`config.mk`:
```
export PLATFORM = sky130hd
export DESIGN_NAME = upd1771c_sound
export DESIGN_NICKNAME = d
export VERILOG_FILES = /design/src/verilog/upd_timing_pkg.sv /design/src/verilog/upd_sound_pkg.sv /design/src/verilog/phase_gen.sv /design/src/verilog/tone_divider.sv /design/src/verilog/tone_irq.sv /design/src/verilog/dac_output.sv /design/src/verilog/upd1771c_sound.sv
export SDC_FILE = /design/constraint.sdc
export NUM_CORES = 1
export LEC_CHECK = 0
export BUFFER_PORTS_ARGS = -buffer_cell sky130_fd_sc_hd__clkbuf_2
export CORE_MARGIN = 2
export CORE_UTILIZATION = 54
export CTS_CLUSTER_SIZE = 10
export DETAILED_ROUTE_END_ITERATION = 6
export GPL_TIMING_DRIVEN = 0
export PLACE_DENSITY_LB_ADDON = 0.2
export SYNTH_ARGS = -nofsm -noshare
export SYNTH_HDL_FRONTEND = slang
export SYNTH_HIERARCHICAL = 1
export SYNTH_SLANG_ARGS = --single-unit
```
`constraint.sdc`:
```
create_clock -name CLK -period 2.7 [get_ports CLK]
set_clock_uncertainty 0.2 [all_clocks]
set_input_delay 0.27 -clock CLK [delete_from_list [all_inputs] [get_ports CLK]]
set_output_delay 0.27 -clock CLK [all_outputs]
set_load 0.02 [all_outputs]
```
`src/verilog/upd_timing_pkg.sv`:
```
// Machine-cycle timing definitions
`default_nettype none

package upd_timing_pkg;

  ////////////////////////////////////////////////////////////////////
  // machine cycle

  // position within one machine cycle
  typedef logic [2:0] phase_t;

  localparam int unsigned CYCLE_LEN = 8;   // enabled clocks per cycle

  ////////////////////////////////////////////////////////////////////
  // strobe slots

  localparam phase_t PHASE_PRELOAD = 3'd6; // cp2n slot
  localparam phase_t PHASE_LOAD    = 3'd7; // cp1p slot, last of cycle

endpackage

`default_nettype wire

```
`src/verilog/upd_sound_pkg.sv`:
```
// Sound output definitions
`default_nettype none

package upd_sound_pkg;

  ////////////////////////////////////////////////////////////////////
  // data widths

  typedef logic [7:0]  tone_div_t;   // N reload value, NC count
  typedef logic [2:0]  tone_step_t;  // NUC reload count
  typedef logic [7:0]  sample_t;     // DAC magnitude
  typedef logic [8:0]  pcm_t;        // two's complement PCM
  typedef logic [11:0] int_vec_t;    // program address

  ////////////////////////////////////////////////////////////////////
  // tone interrupt

  typedef enum logic [1:0] {
    IRQ_IDLE    = 2'd0,
    IRQ_PENDING = 2'd1,
    IRQ_ACTIVE  = 2'd2
  } irq_state_e;

  localparam int_vec_t TONE_VEC_BASE = 12'h020; // N below 10h
  localparam int_vec_t TONE_VEC_R10  = 12'h004; // N 10h to 1Fh
  localparam int_vec_t TONE_VEC_R20  = 12'h008; // N 20h to 3Fh
  localparam int_vec_t TONE_VEC_R40  = 12'h00c; // N 40h and up

  ////////////////////////////////////////////////////////////////////
  // N range bounds

  // each bound is the lowest N of its range
  localparam tone_div_t N_R08 = 8'h08;
  localparam tone_div_t N_R10 = 8'h10;
  localparam tone_div_t N_R20 = 8'h20;
  localparam tone_div_t N_R40 = 8'h40;

endpackage

`default_nettype wire

```
`src/verilog/phase_gen.sv`:
```
// Machine-cycle phase generator
`default_nettype none
`timescale 1ns/100ps

module phase_gen (
  input  wire  CLK,
  input  wire  reset,
  input  wire  clk_en,
  output logic load_stb,
  output logic preload_stb
);

  import upd_timing_pkg::*;

  phase_t phase;              // position in machine cycle

  //////////////////////////////////////////////////////////////////////
  // phase counter

  always_ff @(posedge CLK) begin
    if (reset) begin
      phase <= '0;
    end else if (clk_en) begin
      if (phase == phase_t'(CYCLE_LEN - 1)) begin
        phase <= '0;          // wrap at end of cycle
      end else begin
        phase <= phase + 1'b1;
      end
    end
  end

  //////////////////////////////////////////////////////////////////////
  // strobe decode

  // Both strobes are qualified by clk_en so that a stalled clock never
  // repeats a slot; downstream logic counts one pulse per cycle.
  always_comb begin
    preload_stb = clk_en & (phase == PHASE_PRELOAD);
    load_stb    = clk_en & (phase == PHASE_LOAD);
  end

endmodule

`default_nettype wire

```
`src/verilog/tone_divider.sv`:
```
// Tone divider
`default_nettype none
`timescale 1ns/100ps

module tone_divider (
  input  wire                      CLK,
  input  wire                      reset,
  input  wire                      clk_en,
  input  wire                      load_stb,
  input  wire                      preload_stb,
  input  wire                      load_n,
  input  wire upd_sound_pkg::tone_div_t n_value,
  output logic                     tone_trig,
  output logic [1:0]               tone_range
);

  import upd_sound_pkg::*;

  tone_div_t  n;              // reload value
  tone_div_t  nc;             // down-counter
  tone_step_t nuc;            // counts NC reloads
  logic       nc_reload;
  logic       reload_d;       // reload, one cycle late
  logic [1:0] range_c;
  logic       silent_c;
  logic       silent_q;       // N below 08h, no tone
  logic       tone_cond;
  logic       tone_cond_d;

  //////////////////////////////////////////////////////////////////////
  // N register and counters

  always_ff @(posedge CLK) begin
    if (reset) begin
      n <= '0;
    end else if (clk_en && load_n) begin
      n <= n_value;           // immediate load
    end
  end

  assign nc_reload = (nc == 8'd1);

  always_ff @(posedge CLK) begin
    if (reset) begin
      nc       <= '0;
      nuc      <= '0;
      reload_d <= 1'b0;
    end else if (load_stb) begin
      reload_d <= nc_reload;
      if (nc_reload) begin
        nc <= n;
      end else begin
        nc <= nc - 1'b1;
      end
      if (reload_d) begin
        nuc <= nuc + 1'b1;    // step after each reload
      end
    end
  end

  //////////////////////////////////////////////////////////////////////
  // range selection

  // 0 covers both 00h-07h and 08h-0Fh; silent splits the two
  always_comb begin
    range_c  = 2'd0;
    silent_c = 1'b0;
    if (n >= N_R40) begin
      range_c = 2'd3;
    end else if (n >= N_R20) begin
      range_c = 2'd2;         // 3Fh included
    end else if (n >= N_R10) begin
      range_c = 2'd1;
    end else if (n < N_R08) begin
      silent_c = 1'b1;
    end
  end

  always_ff @(posedge CLK) begin
    if (reset) begin
      tone_range <= 2'd0;
      silent_q   <= 1'b1;
    end else if (preload_stb) begin
      tone_range <= range_c;  // settled ahead of load
      silent_q   <= silent_c;
    end
  end

  //////////////////////////////////////////////////////////////////////
  // tone condition and trigger

  always_comb begin
    case (tone_range)
      2'd0:    tone_cond = ~silent_q & nuc[2];
      2'd1:    tone_cond = nuc[1];
      2'd2:    tone_cond = nuc[0];
      default: tone_cond = reload_d;
    endcase
  end

  always_ff @(posedge CLK) begin
    if (reset) begin
      tone_cond_d <= 1'b0;
    end else if (load_stb) begin
      tone_cond_d <= tone_cond;
    end
  end

  // falling edge, seen on the load slot only
  assign tone_trig = load_stb & tone_cond_d & ~tone_cond;

endmodule

`default_nettype wire

```
`src/verilog/tone_irq.sv`:
```
// Tone interrupt controller
`default_nettype none
`timescale 1ns/100ps

module tone_irq (
  input  wire                     CLK,
  input  wire                     reset,
  input  wire                     clk_en,
  input  wire                     load_stb,
  input  wire                     preload_stb,
  input  wire                     tone_trig,
  input  wire  [1:0]              tone_range,
  input  wire                     tone_ie,
  input  wire                     tone_ack,
  output logic                    tone_irq_req,
  output upd_sound_pkg::int_vec_t tone_vec
);

  import upd_sound_pkg::*;

  irq_state_e state;
  int_vec_t   vec_offset;
  int_vec_t   vec_next;       // staged vector

  //////////////////////////////////////////////////////////////////////
  // vector

  always_comb begin
    case (tone_range)
      2'd1:    vec_offset = TONE_VEC_R10;
      2'd2:    vec_offset = TONE_VEC_R20;
      2'd3:    vec_offset = TONE_VEC_R40;
      default: vec_offset = '0;
    endcase
  end

  // staged one clock before the load slot, when activation can happen
  always_ff @(posedge CLK) begin
    if (preload_stb) begin
      vec_next <= TONE_VEC_BASE + vec_offset;
    end
  end

  //////////////////////////////////////////////////////////////////////
  // state machine

  always_ff @(posedge CLK) begin
    if (reset) begin
      state    <= IRQ_IDLE;
      tone_vec <= '0;
    end else if (clk_en) begin
      case (state)
        IRQ_IDLE: begin
          if (tone_trig && tone_ie) begin
            state <= IRQ_PENDING;
          end
        end
        IRQ_PENDING: begin
          if (load_stb) begin
            state    <= IRQ_ACTIVE;
            tone_vec <= vec_next;   // held while active
          end
        end
        IRQ_ACTIVE: begin
          if (tone_ack) begin
            state <= IRQ_IDLE;      // RETI
          end
        end
        default: state <= IRQ_IDLE;
      endcase
    end
  end

  assign tone_irq_req = (state == IRQ_ACTIVE);

endmodule

`default_nettype wire

```
`src/verilog/dac_output.sv`:
```
// DAC sample register
`default_nettype none
`timescale 1ns/100ps

module dac_output (
  input  wire                    CLK,
  input  wire                    reset,
  input  wire                    clk_en,
  input  wire                    da_write,
  input  wire upd_sound_pkg::sample_t sample,
  input  wire                    mix_sign,
  input  wire                    tone_sign,
  output upd_sound_pkg::pcm_t    pcm_out
);

  import upd_sound_pkg::*;

  logic [9:0] da;             // invert, sign, sample
  sample_t    mag;            // after inversion

  //////////////////////////////////////////////////////////////////////
  // DA register

  always_ff @(posedge CLK) begin
    if (reset) begin
      da <= '0;
    end else if (clk_en && da_write) begin
      da <= {mix_sign ^ tone_sign, mix_sign, sample};
    end
  end

  //////////////////////////////////////////////////////////////////////
  // PCM formatting

  // da[9] inverts the sample into the DAC; a set sign bit then turns
  // the result into its one's complement for the 9-bit output
  always_comb begin
    mag     = da[9] ? ~da[7:0] : da[7:0];
    pcm_out = {da[8], (da[8] ? ~mag : mag)};
  end

endmodule

`default_nettype wire

```
`src/verilog/upd1771c_sound.sv`:
```
// uPD1771C sound output
`default_nettype none
`timescale 1ns/100ps

module upd1771c_sound (
  input  wire                      CLK,
  input  wire                      reset,
  input  wire                      clk_en,
  input  wire                      load_n,
  input  wire upd_sound_pkg::tone_div_t n_value,
  input  wire                      tone_ie,
  input  wire                      tone_ack,
  input  wire                      da_write,
  input  wire upd_sound_pkg::sample_t   sample,
  input  wire                      mix_sign,
  input  wire                      tone_sign,
  output logic                     tone_irq_req,
  output upd_sound_pkg::int_vec_t  tone_vec,
  output upd_sound_pkg::pcm_t      pcm_out
);

  import upd_sound_pkg::*;

  logic       load_stb;       // cp1p
  logic       preload_stb;    // cp2n
  logic       tone_trig;
  logic [1:0] tone_range;     // vector offset code

  //////////////////////////////////////////////////////////////////////
  // timing and tone path

  phase_gen u_phase_gen (
    .CLK         (CLK),
    .reset       (reset),
    .clk_en      (clk_en),
    .load_stb    (load_stb),
    .preload_stb (preload_stb)
  );

  tone_divider u_tone_divider (
    .CLK         (CLK),
    .reset       (reset),
    .clk_en      (clk_en),
    .load_stb    (load_stb),
    .preload_stb (preload_stb),
    .load_n      (load_n),
    .n_value     (n_value),
    .tone_trig   (tone_trig),
    .tone_range  (tone_range)
  );

  tone_irq u_tone_irq (
    .CLK          (CLK),
    .reset        (reset),
    .clk_en       (clk_en),
    .load_stb     (load_stb),
    .preload_stb  (preload_stb),
    .tone_trig    (tone_trig),
    .tone_range   (tone_range),
    .tone_ie      (tone_ie),
    .tone_ack     (tone_ack),
    .tone_irq_req (tone_irq_req),
    .tone_vec     (tone_vec)
  );

  //////////////////////////////////////////////////////////////////////
  // DAC

  dac_output u_dac_output (
    .CLK       (CLK),
    .reset     (reset),
    .clk_en    (clk_en),
    .da_write  (da_write),
    .sample    (sample),
    .mix_sign  (mix_sign),
    .tone_sign (tone_sign),
    .pcm_out   (pcm_out)
  );

endmodule

`default_nettype wire

```
==> summary.md, run 1 <==
| Metric | Value |
|---|---|
| Final Critical Period | 2300 ps |
| Comb pwr share | 0.135 |
| LEAKAGE | between 1 and 1.5 nW |
| Syn avg cell area | roughly 9.4 µm² |
| Routability cong. | ~0.77 |
| Total grt overflow | 0 |
| DR WL/cell | around 12 µm |
| Bufs on Longest Clock Path | 2 |
| Arr. time, crit path | 2300 ps |
| CP Cell Sequence | ha_1 -> ha_1 -> and2_2 -> or3b_4 -> nor3_2 -> a21oi_1 -> nor4_1 |
| Crit path capture type | flop |
| Vias in the first global route | about 1.7k |
| 1st-pass router iterations | 4 |
| Max Cap Viol | 0 |
| Clock share of power | 0.385 |
| Post-Synth Adder-Cell Area | 0.0337 |
| Cell Area, Synth | ~2200 µm² |
| CP Depth | 7 |
| Area added between synthesis and finish | 23.1% |
| Worst-path cell with the longest stage delay | or3b_4 |
| Die ar. | around 4700 µm² |
| Placed cell count | about 330 |
| Antenna Violating Nets Remaining | 0 |
| Pint | 1.08 mW |
| Port buffer count | 35 |
| CP Buf/Inv Count | 0 |
| Worst slack, placed | between 400 and 500 ps |
| # nets final | 331 |
| CP required | between 2000 and 3000 ps |
| Non-filler cells, final | ~350 |
| Top cells by area, synth | dfxtp_1 (38%), a21oi_1 (5.2%), nand3_1 (4.9%) |
| Final wirelength | about 4400 µm |
| Largest net degree at the start of global routing | 15 |
| Slew Limit Fails | 0 |
| Final HPWL DP | 3040 µm |
| Vias/cell | 5.17 |
| RR Endpoint | u_tone_divider/nc[7]$_SDFFE_PP0P_ |
| First-pass GRT wire length | just over 7000 µm |
| Worst path most repeated cell | ha_1 |
| Crit start category | flop |
| Sequential-to-total area share from yosys stat | 0.404 |
| Via count | around 1.8k |
| Switch Pwr | 0.337 mW |
| CP Capture Point | u_tone_divider/nc[7]$_SDFFE_PP0P_ |
| Sequential Power Share | 0.480 |
| Clock slew at reported path FFs | ~80 ps |
| Total GRT Usage | 0.210 |
| Delay-heaviest family, CP | simple AND/OR/NAND/NOR gates |
| DIE HEIGHT | ~70 µm |
| P per Cell Area | 517 nW/µm² |
| # fillers | roughly 340 |
| Drc violations | 0 |
| RSZ-0062 raised after global routing | no |
| Reg2Reg Depth | 7 |
| Clock tree root driver cell | clkbuf_8 |
| Ys flop type | dfxtp_1 |
| Core Area | approximately 4000 µm² |
| Setup Viol. Count Final | 0 |
| Asr flop ratio synth | 0 |
| N_diodes | 0 |
| Antenna violations before repair | 0 |
| Sequential cell area | about 900 µm² |
| Mapped Cells | 238 |
| Worst-skew pair later-pin latency | 300 ps |
| Seq cells post-synth | 44 |
| Die Span X | just under 70 µm |
| Crit Path Class | reg -> reg |
| Synth Area in Simple Gates | 0.223 |
| Top-area cell type share of the netlist area | 0.377 |
| Share of cells above drive strength 1 | 0.269 |
| CTS tree | yes |
| Peak VDD IR | ~0.35 mV |
| Max Freq | ~430 MHz |
| Worst Hold Class | in -> reg |
| Clock sinks | between 40 and 50 |
| Worst setup startpoint | u_phase_gen/phase[1]$_SDFFE_PP0P_ |
| XOR/XNOR Fraction of Synth Area | 0.0556 |
| Distinct cells, synth | 56 |
| Main combinational cell family by area after synthesis | simple AND/OR/NAND/NOR gates |
| Rows | 23 |
| Number of synthesized flops with an enable pin | 2 |
| Initial Util | 0.557 |
| Total negative slack | 0 ps |
| CTS Buf Count | 5 |
| Mux cell area share after synthesis | 0.0371 |
| Cell taking the most area after synthesis | dfxtp_1 |
| Synth Area in Compound Gates | 0.161 |
| Worst-path maximum fanout | 10 |
| Iteration-0 DRC Markers | between 80 and 90 |
| Hold slack | ~18 ps |
| FF-to-FF setup slack | between 400 and 500 ps |
| Reg-to-reg startpoint | u_phase_gen/phase[1]$_SDFFE_PP0P_ |
| Peak per-stage delay on the critical path | roughly 440 ps |
| Sw Ratio | 0.238 |
| Final Cycle Share | 0.852 |
| Htree depth | 2 |
| Status | finished, final reports clean |
| Ys Warns | 6 |
| Multi-input combinational cell area | 1170 µm² |
| Fin worst setup slack | 401 ps |
| Fin. Hold Viols | 0 |
| # IOs | between 40 and 50 |
## synthesized netlist by cell type (2+ instances only)
| master | n |
|---|---|
| a21bo_2 | 9 |
| nor4_1 | 3 |
| and4b_1 | 2 |
| dfxtp_1 | 42 |
| a311oi_1 | 3 |
| buf_6 | 2 |
| xor2_1 | 2 |
| a21oi_1 | 23 |
| nand2_1 | 17 |
| edfxtp_1 | 2 |
| buf_2 | 2 |
| buf_4 | 10 |
| or4b_1 | 2 |
| nand2b_1 | 8 |
| xnor2_1 | 9 |
| nand3_1 | 22 |
| o31ai_1 | 2 |
| buf_1 | 3 |
| clkbuf_1 | 5 |
| ha_1 | 6 |
| nor2_1 | 12 |
| a31oi_1 | 3 |
| o21ai_0 | 2 |
| mux2i_1 | 6 |
| mux2_2 | 2 |
| inv_1 | 6 |
| nor3_1 | 2 |
| nor2b_1 | 2 |
| a221o_1 | 2 |
## sequential cells by signal, indices dropped and copies added (netlist names)
name and cells:
u_dac_output/da 10, u_phase_gen/phase 3, u_tone_divider/n 8, u_tone_divider/nc 8, u_tone_divider/nuc 3, u_tone_divider/reload_d 1
u_tone_divider/silent_q 1, u_tone_divider/tone_cond_d 1, u_tone_divider/tone_range 2, u_tone_irq/state 2, u_tone_irq/tone_vec 3, u_tone_irq/vec_next 2
## metal layers
metal	up-vias	track usage	routed length [µm]
met5	-	0	0
met4	0	0.0825	55
met3	5	0.0543	193
met2	46	0.364	2080
met1	812	0.246	2050
li1	950	-	-
## through the flow
step / power [mW] / area, µm² / utilization
after floorplan: 0.818 / 2260 / -
after global placement: 0.870 / 2500 / 0.624
after detailed placement: 0.873 / 2500 / 0.624
after CTS: 1.44 / 2740 / 0.686
after global routing: 1.48 / 2740 / 0.686
final: 1.42 / 2740 / 0.686
## cell families (layout without fill, tap and decap cells)
logic type / count (synthesis) / in the layout
xor+xnor: 12 / 12
mux: 8 / 8
buf+inv: 30 / 85
other cells: 1 / 9
fa+ha+maj: 6 / 6
compound gates: 51 / 51
simple gates: 86 / 86
flops: 44 / 44
## layout make-up
cell class              instances  share of cell area
plain buffers                  24              0.0593
flip-flops and latches         44               0.328
repair buffers                 47               0.108
well taps                      50              0.0228
multi-input cells             172               0.427
clock inverters                 1              0.0109
clock buffers                   7              0.0351
inverters                       6             0.00821
## power groups by stage
stage	logic [mW]	registers (mW)	clock network, mW
after floorplan	0.125	0.693	0
after global placement	0.175	0.696	0
after detailed placement	0.177	0.696	0
after CTS	0.191	0.681	0.564
after global routing	0.211	0.683	0.587
final	0.191	0.681	0.547
## cells in the final DEF (no fill, tap or decap), drive strengths merged, types with 3 or more instances in the layout
| cell | synthesis | final |
|---|---|---|
| nor4 | 4 | 4 |
| a311oi | 3 | 3 |
| dlygate4sd3 | 0 | 12 |
| ha | 6 | 6 |
| or4b | 3 | 3 |
| clkbuf | 6 | 48 |
| or3b | 3 | 3 |
| a21bo | 9 | 9 |
| mux2i | 6 | 6 |
| nand3 | 22 | 22 |
| a31oi | 3 | 3 |
| buf | 17 | 17 |
| nor3 | 3 | 3 |
| dfxtp | 42 | 42 |
| nand2b | 8 | 8 |
| nor2 | 12 | 12 |
| xnor2 | 10 | 10 |
| inv | 6 | 6 |
| conb | 1 | 9 |
| a21oi | 23 | 23 |
| nand2 | 17 | 17 |
## timing repair
| item | 4_1_cts | 5_1_grt |
|---|---|---|
| hold buffers | 12 | 0 |
| hold endpoints to repair | 12 | 0 |
| gates resized for setup | 0 | 0 |
| setup buffers | 0 | 0 |
## tightest hold or removal path, delay by kind of cell
family | cells | cell delay [ps]
buf+inv | 1 | 80
simple gates | 1 | 60
compound gates | 1 | 60
## worst min-delay path by stage
| stage | startpoint | endpoint | cells after the start |
|---|---|---|---|
| final | n_value[4] | u_tone_divider/n[4]$_SDFFE_PP0P_ | 3 |
| after global routing | sample[7] | u_dac_output/da[7]$_SDFFE_PP0P_ | 3 |
| after CTS | n_value[4] | u_tone_divider/n[4]$_SDFFE_PP0P_ | 3 |
| after detailed placement | u_tone_divider/n[2]$_SDFFE_PP0P_ | u_tone_divider/n[2]$_SDFFE_PP0P_ | 2 |
| after global placement | u_tone_divider/n[0]$_SDFFE_PP0P_ | u_tone_divider/n[0]$_SDFFE_PP0P_ | 2 |
| after floorplan | reset | u_phase_gen/phase[1]$_SDFFE_PP0P_ | 1 |
Note: power is estimated with default switching activity, not from simulation.
==> inputs of run 2 (changes only) <==
--- a/config.mk
+++ b/config.mk
@@ -5,6 +5,7 @@
 export SDC_FILE = /design/constraint.sdc
 export NUM_CORES = 1
 export LEC_CHECK = 0
+export ABC_AREA = 1
 export BUFFER_PORTS_ARGS = -buffer_cell sky130_fd_sc_hd__clkbuf_2
 export CORE_MARGIN = 2
 export CORE_UTILIZATION = 54
==> run 2 against run 1 <==
Against the previous run:
- via count rose by 13%
- clock power shrank 30%
- core utilization down 3.2 points
- maximum frequency fell by 1.3%
- register-to-register slack got worse by 30 ps
- largest power group unchanged
- highest routed layer unchanged
- critical path depth grew 5
==> summary.md, run 2 <==
| Metric | Value |
|---|---|
| Status | finished, final reports clean |
| Initial Util | 0.566 |
| Peak per-stage delay on the critical path | 370 ps |
| Switch Pwr | around 0.35 mW |
| Hold-fix buffers, CTS | 0 |
| # fillers | 371 |
| Worst-skew pair later-pin latency | just under 300 ps |
| Peak VDD IR | between 0.3 and 0.4 mV |
| Biggest regs | u_dac_output/da x10, u_tone_divider/n x8, u_tone_divider/nc x8 |
| Final Cycle Share | 0.863 |
| Clock sinks | 44 |
| Total GRT Usage | 0.195 |
| Post-CTS Resized | 0 |
| Top-area cell type share of the netlist area | 0.366 |
| Slew Limit Fails | 0 |
| Rows | 23 |
| Clock slew at reported path FFs | around 70 ps |
| Number of synthesized flops with an enable pin | 2 |
| N_diodes | 0 |
| Antenna violations before repair | 0 |
| Area added between synthesis and finish | 15.6% |
| Core Area | 4060 µm² |
| Top reg by flops | u_dac_output/da |
| Crit Path Class | reg -> reg |
| First-pass GRT wire length | 7730 µm |
| CP Cell Sequence | ha_1 -> ha_1 -> nand2_1 -> inv_1 -> clkinvlp_4 -> a21oi_1 -> and2_1 -> nand2_1 -> nand2_1 -> nand2_2 -> nor3_1 -> nor2_1 |
| GR Util met1 | 0.237 |
| Post-CTS setup buffers | 0 |
| Share of cells above drive strength 1 | 0.211 |
| Clock tree root driver cell | clkbuf_8 |
| # nets final | 411 |
| Die ar. | 4790 µm² |
| CTS Buf Count | 5 |
| Most common cell in the synthesized netlist | nand2_1 |
| Final wirelength | roughly 4400 µm |
| Seq cells post-synth | between 40 and 50 |
| Total negative slack | 0 ps |
| Syn avg cell area | 7.00 µm² |
| Crit path capture type | flop |
| Fin worst setup slack | 371 ps |
| Sequential-to-total area share from yosys stat | 0.393 |
| Largest register FFs | 10 |
| Worst-path maximum fanout | 10 |
| Max-slew headroom | 0.654 |
| Worst slack, placed | approximately 330 ps |
| Via count | 2045 |
| Most frequent cells in the layout | nand2_1 (67), nor2_1 (49), dfxtp_1 (42) |
| Worst Hold Class | in -> reg |
| Sw Ratio | 0.275 |
| M2 GR Usage | 0.340 |
| Final Critical Period | 2330 ps |
| CP required | between 2000 and 3000 ps |
| Worst path most repeated cell | nand2_1 |
| Setup Viol. Count Final | 0 |
| Htree depth | 2 |
| RSZ-0062 raised after global routing | no |
| Ys flop type | dfxtp_1 |
| Sequential Power Share | 0.540 |
| P per Cell Area | around 500 nW/µm² |
| Largest net degree at the start of global routing | 13 |
| Synth top cells by count | nand2_1 (67), nor2_1 (49), dfxtp_1 (42), inv_1 (37), o21ai_0 (29) |
| Cell Area, Synth | around 2300 µm² |
| LEAKAGE | approximately 1.3 nW |
| CTS tree | yes |
| Antenna Violating Nets Remaining | 0 |
| Met3 global-route usage | 0.0451 |
| Iteration-0 DRC Markers | 64 |
| Asr flop ratio synth | 0 |
| Total grt overflow | 0 |
| 1st-pass router iterations | 4 |
| Bufs on Longest Clock Path | 2 |
| Arr. time, crit path | 2320 ps |
| DR WL/cell | approximately 10 µm |
| Die Span X | just under 70 µm |
| Clock share of power | 0.298 |
| Worst-path cell with the longest stage delay | dfxtp_1 |
| Vias/cell | roughly 4.8 |
| Crit start category | flop |
| Actual slew at the worst max-slew pin | between 500 and 600 ps |
| Fin. Hold Viols | 0 |
| Routability cong. | about 0.9 |
| Cell taking the most area after synthesis | dfxtp_1 |
| Pint | roughly 0.93 mW |
| Top cells by area, synth | dfxtp_1 (37%), nand2_1 (11%), nor2_1 (8.0%) |
| Vias in the first global route | 1840 |
| Distinct cells, synth | 31 |
| Busiest grt layer | met2 |
| Drc violations | 0 |
| DIE HEIGHT | 69.2 µm |
| Comb pwr share | 0.163 |
| Ys Warns | 6 |
| Max Freq | ~430 MHz |
| Port buffer count | 37 |
| Final HPWL DP | 3320 µm |
| # IOs | 47 |
| Commonest non-fill, non-tap cell in the layout | nand2_1 |
| Mapped Cells | 328 |
| Max Cap Viol | 0 |
run 2: changes by cell type after synthesis, moves of 10 or more:
cell / previous run / this run
o21ai_0: 2 / 29
nand3_1: 22 / 12
nand2_1: 17 / 67
inv_1: 6 / 37
nor2_1: 12 / 49
run 2: layout make-up:
cell class              instances  area (µm²)  area share
multi-input cells             232        1140       0.430
flip-flops and latches         44         901       0.339
repair buffers                 37         185      0.0698
inverters                      42         161      0.0608
plain buffers                  18         126      0.0476
clock buffers                   6        72.6      0.0273
well taps                      50        62.6      0.0236
clock inverters                 1        5.00     0.00189
run 2: power by group through the flow:
stage          combinational [mW]  clock (mW)  sequential, mW
4_1_cts                     0.211       0.393           0.695
5_1_grt                     0.238       0.417           0.699
3_5_place_dp                0.210           0           0.711
2_1_floorplan               0.153           0           0.707
6_report                    0.209       0.383           0.696
3_3_place_gp                0.207           0           0.710
run 2: metrics by stage:
stage,power (mW),hold WS (ps),utilization,std cells,area [µm²]
2_1_floorplan,0.861,139,-,336,2320
3_3_place_gp,0.917,249,0.634,423,2570
3_5_place_dp,0.921,262,0.634,423,2570
4_1_cts,1.30,25.0,0.653,430,2650
5_1_grt,1.35,37.2,0.654,430,2650
6_report,1.29,24.1,0.654,430,2650
run 2: worst max-delay path, delay by kind of cell, from the launching register on:
kind	cells	cell delay, ps
AND/OR/NAND/NOR	7	650
buffers and inverters	2	450
flip-flops	1	370
adder cells (fa/ha/maj)	2	350
AO/OA/AOI/OAI	1	200
run 2: layer usage:
metal	wire (µm)	part of all wire	vias to the layer above
li1	-	-	1123
met1	2060	0.47	870
met3	234	0.054	5
met2	2030	0.46	47
met5	0	0	-
met4	53	0.012	0
run 2: cells by family (layout without fill, tap and decap cells):
| kind of cell | after synthesis | after routing | synth area share |
|---|---|---|---|
| XOR/XNOR | 1 | 1 | 0.00382 |
| AND/OR/NAND/NOR | 154 | 154 | 0.297 |
| other | 1 | 9 | 0.00163 |
| flip-flops | 44 | 44 | 0.393 |
| adder cells (fa/ha/maj) | 6 | 6 | 0.0327 |
| buffers and inverters | 60 | 104 | 0.124 |
| AO/OA/AOI/OAI | 62 | 62 | 0.148 |
run 2: worst paths after layout:
path | startpoint | end | slack [ps] | cells past startpoint
max reg2reg | u_phase_gen/phase[0]$_SDFFE_PP0P_ | u_tone_irq/state[1]$_SDFFE_PP0P_ | 370 | 12
min reg2reg | u_tone_divider/n[2]$_SDFFE_PP0P_ | u_tone_divider/n[2]$_SDFFE_PP0P_ | 270 | 2
max | u_phase_gen/phase[0]$_SDFFE_PP0P_ | u_tone_irq/state[1]$_SDFFE_PP0P_ | 370 | 12
min | sample[4] | u_dac_output/da[4]$_SDFFE_PP0P_ | 20 | 3
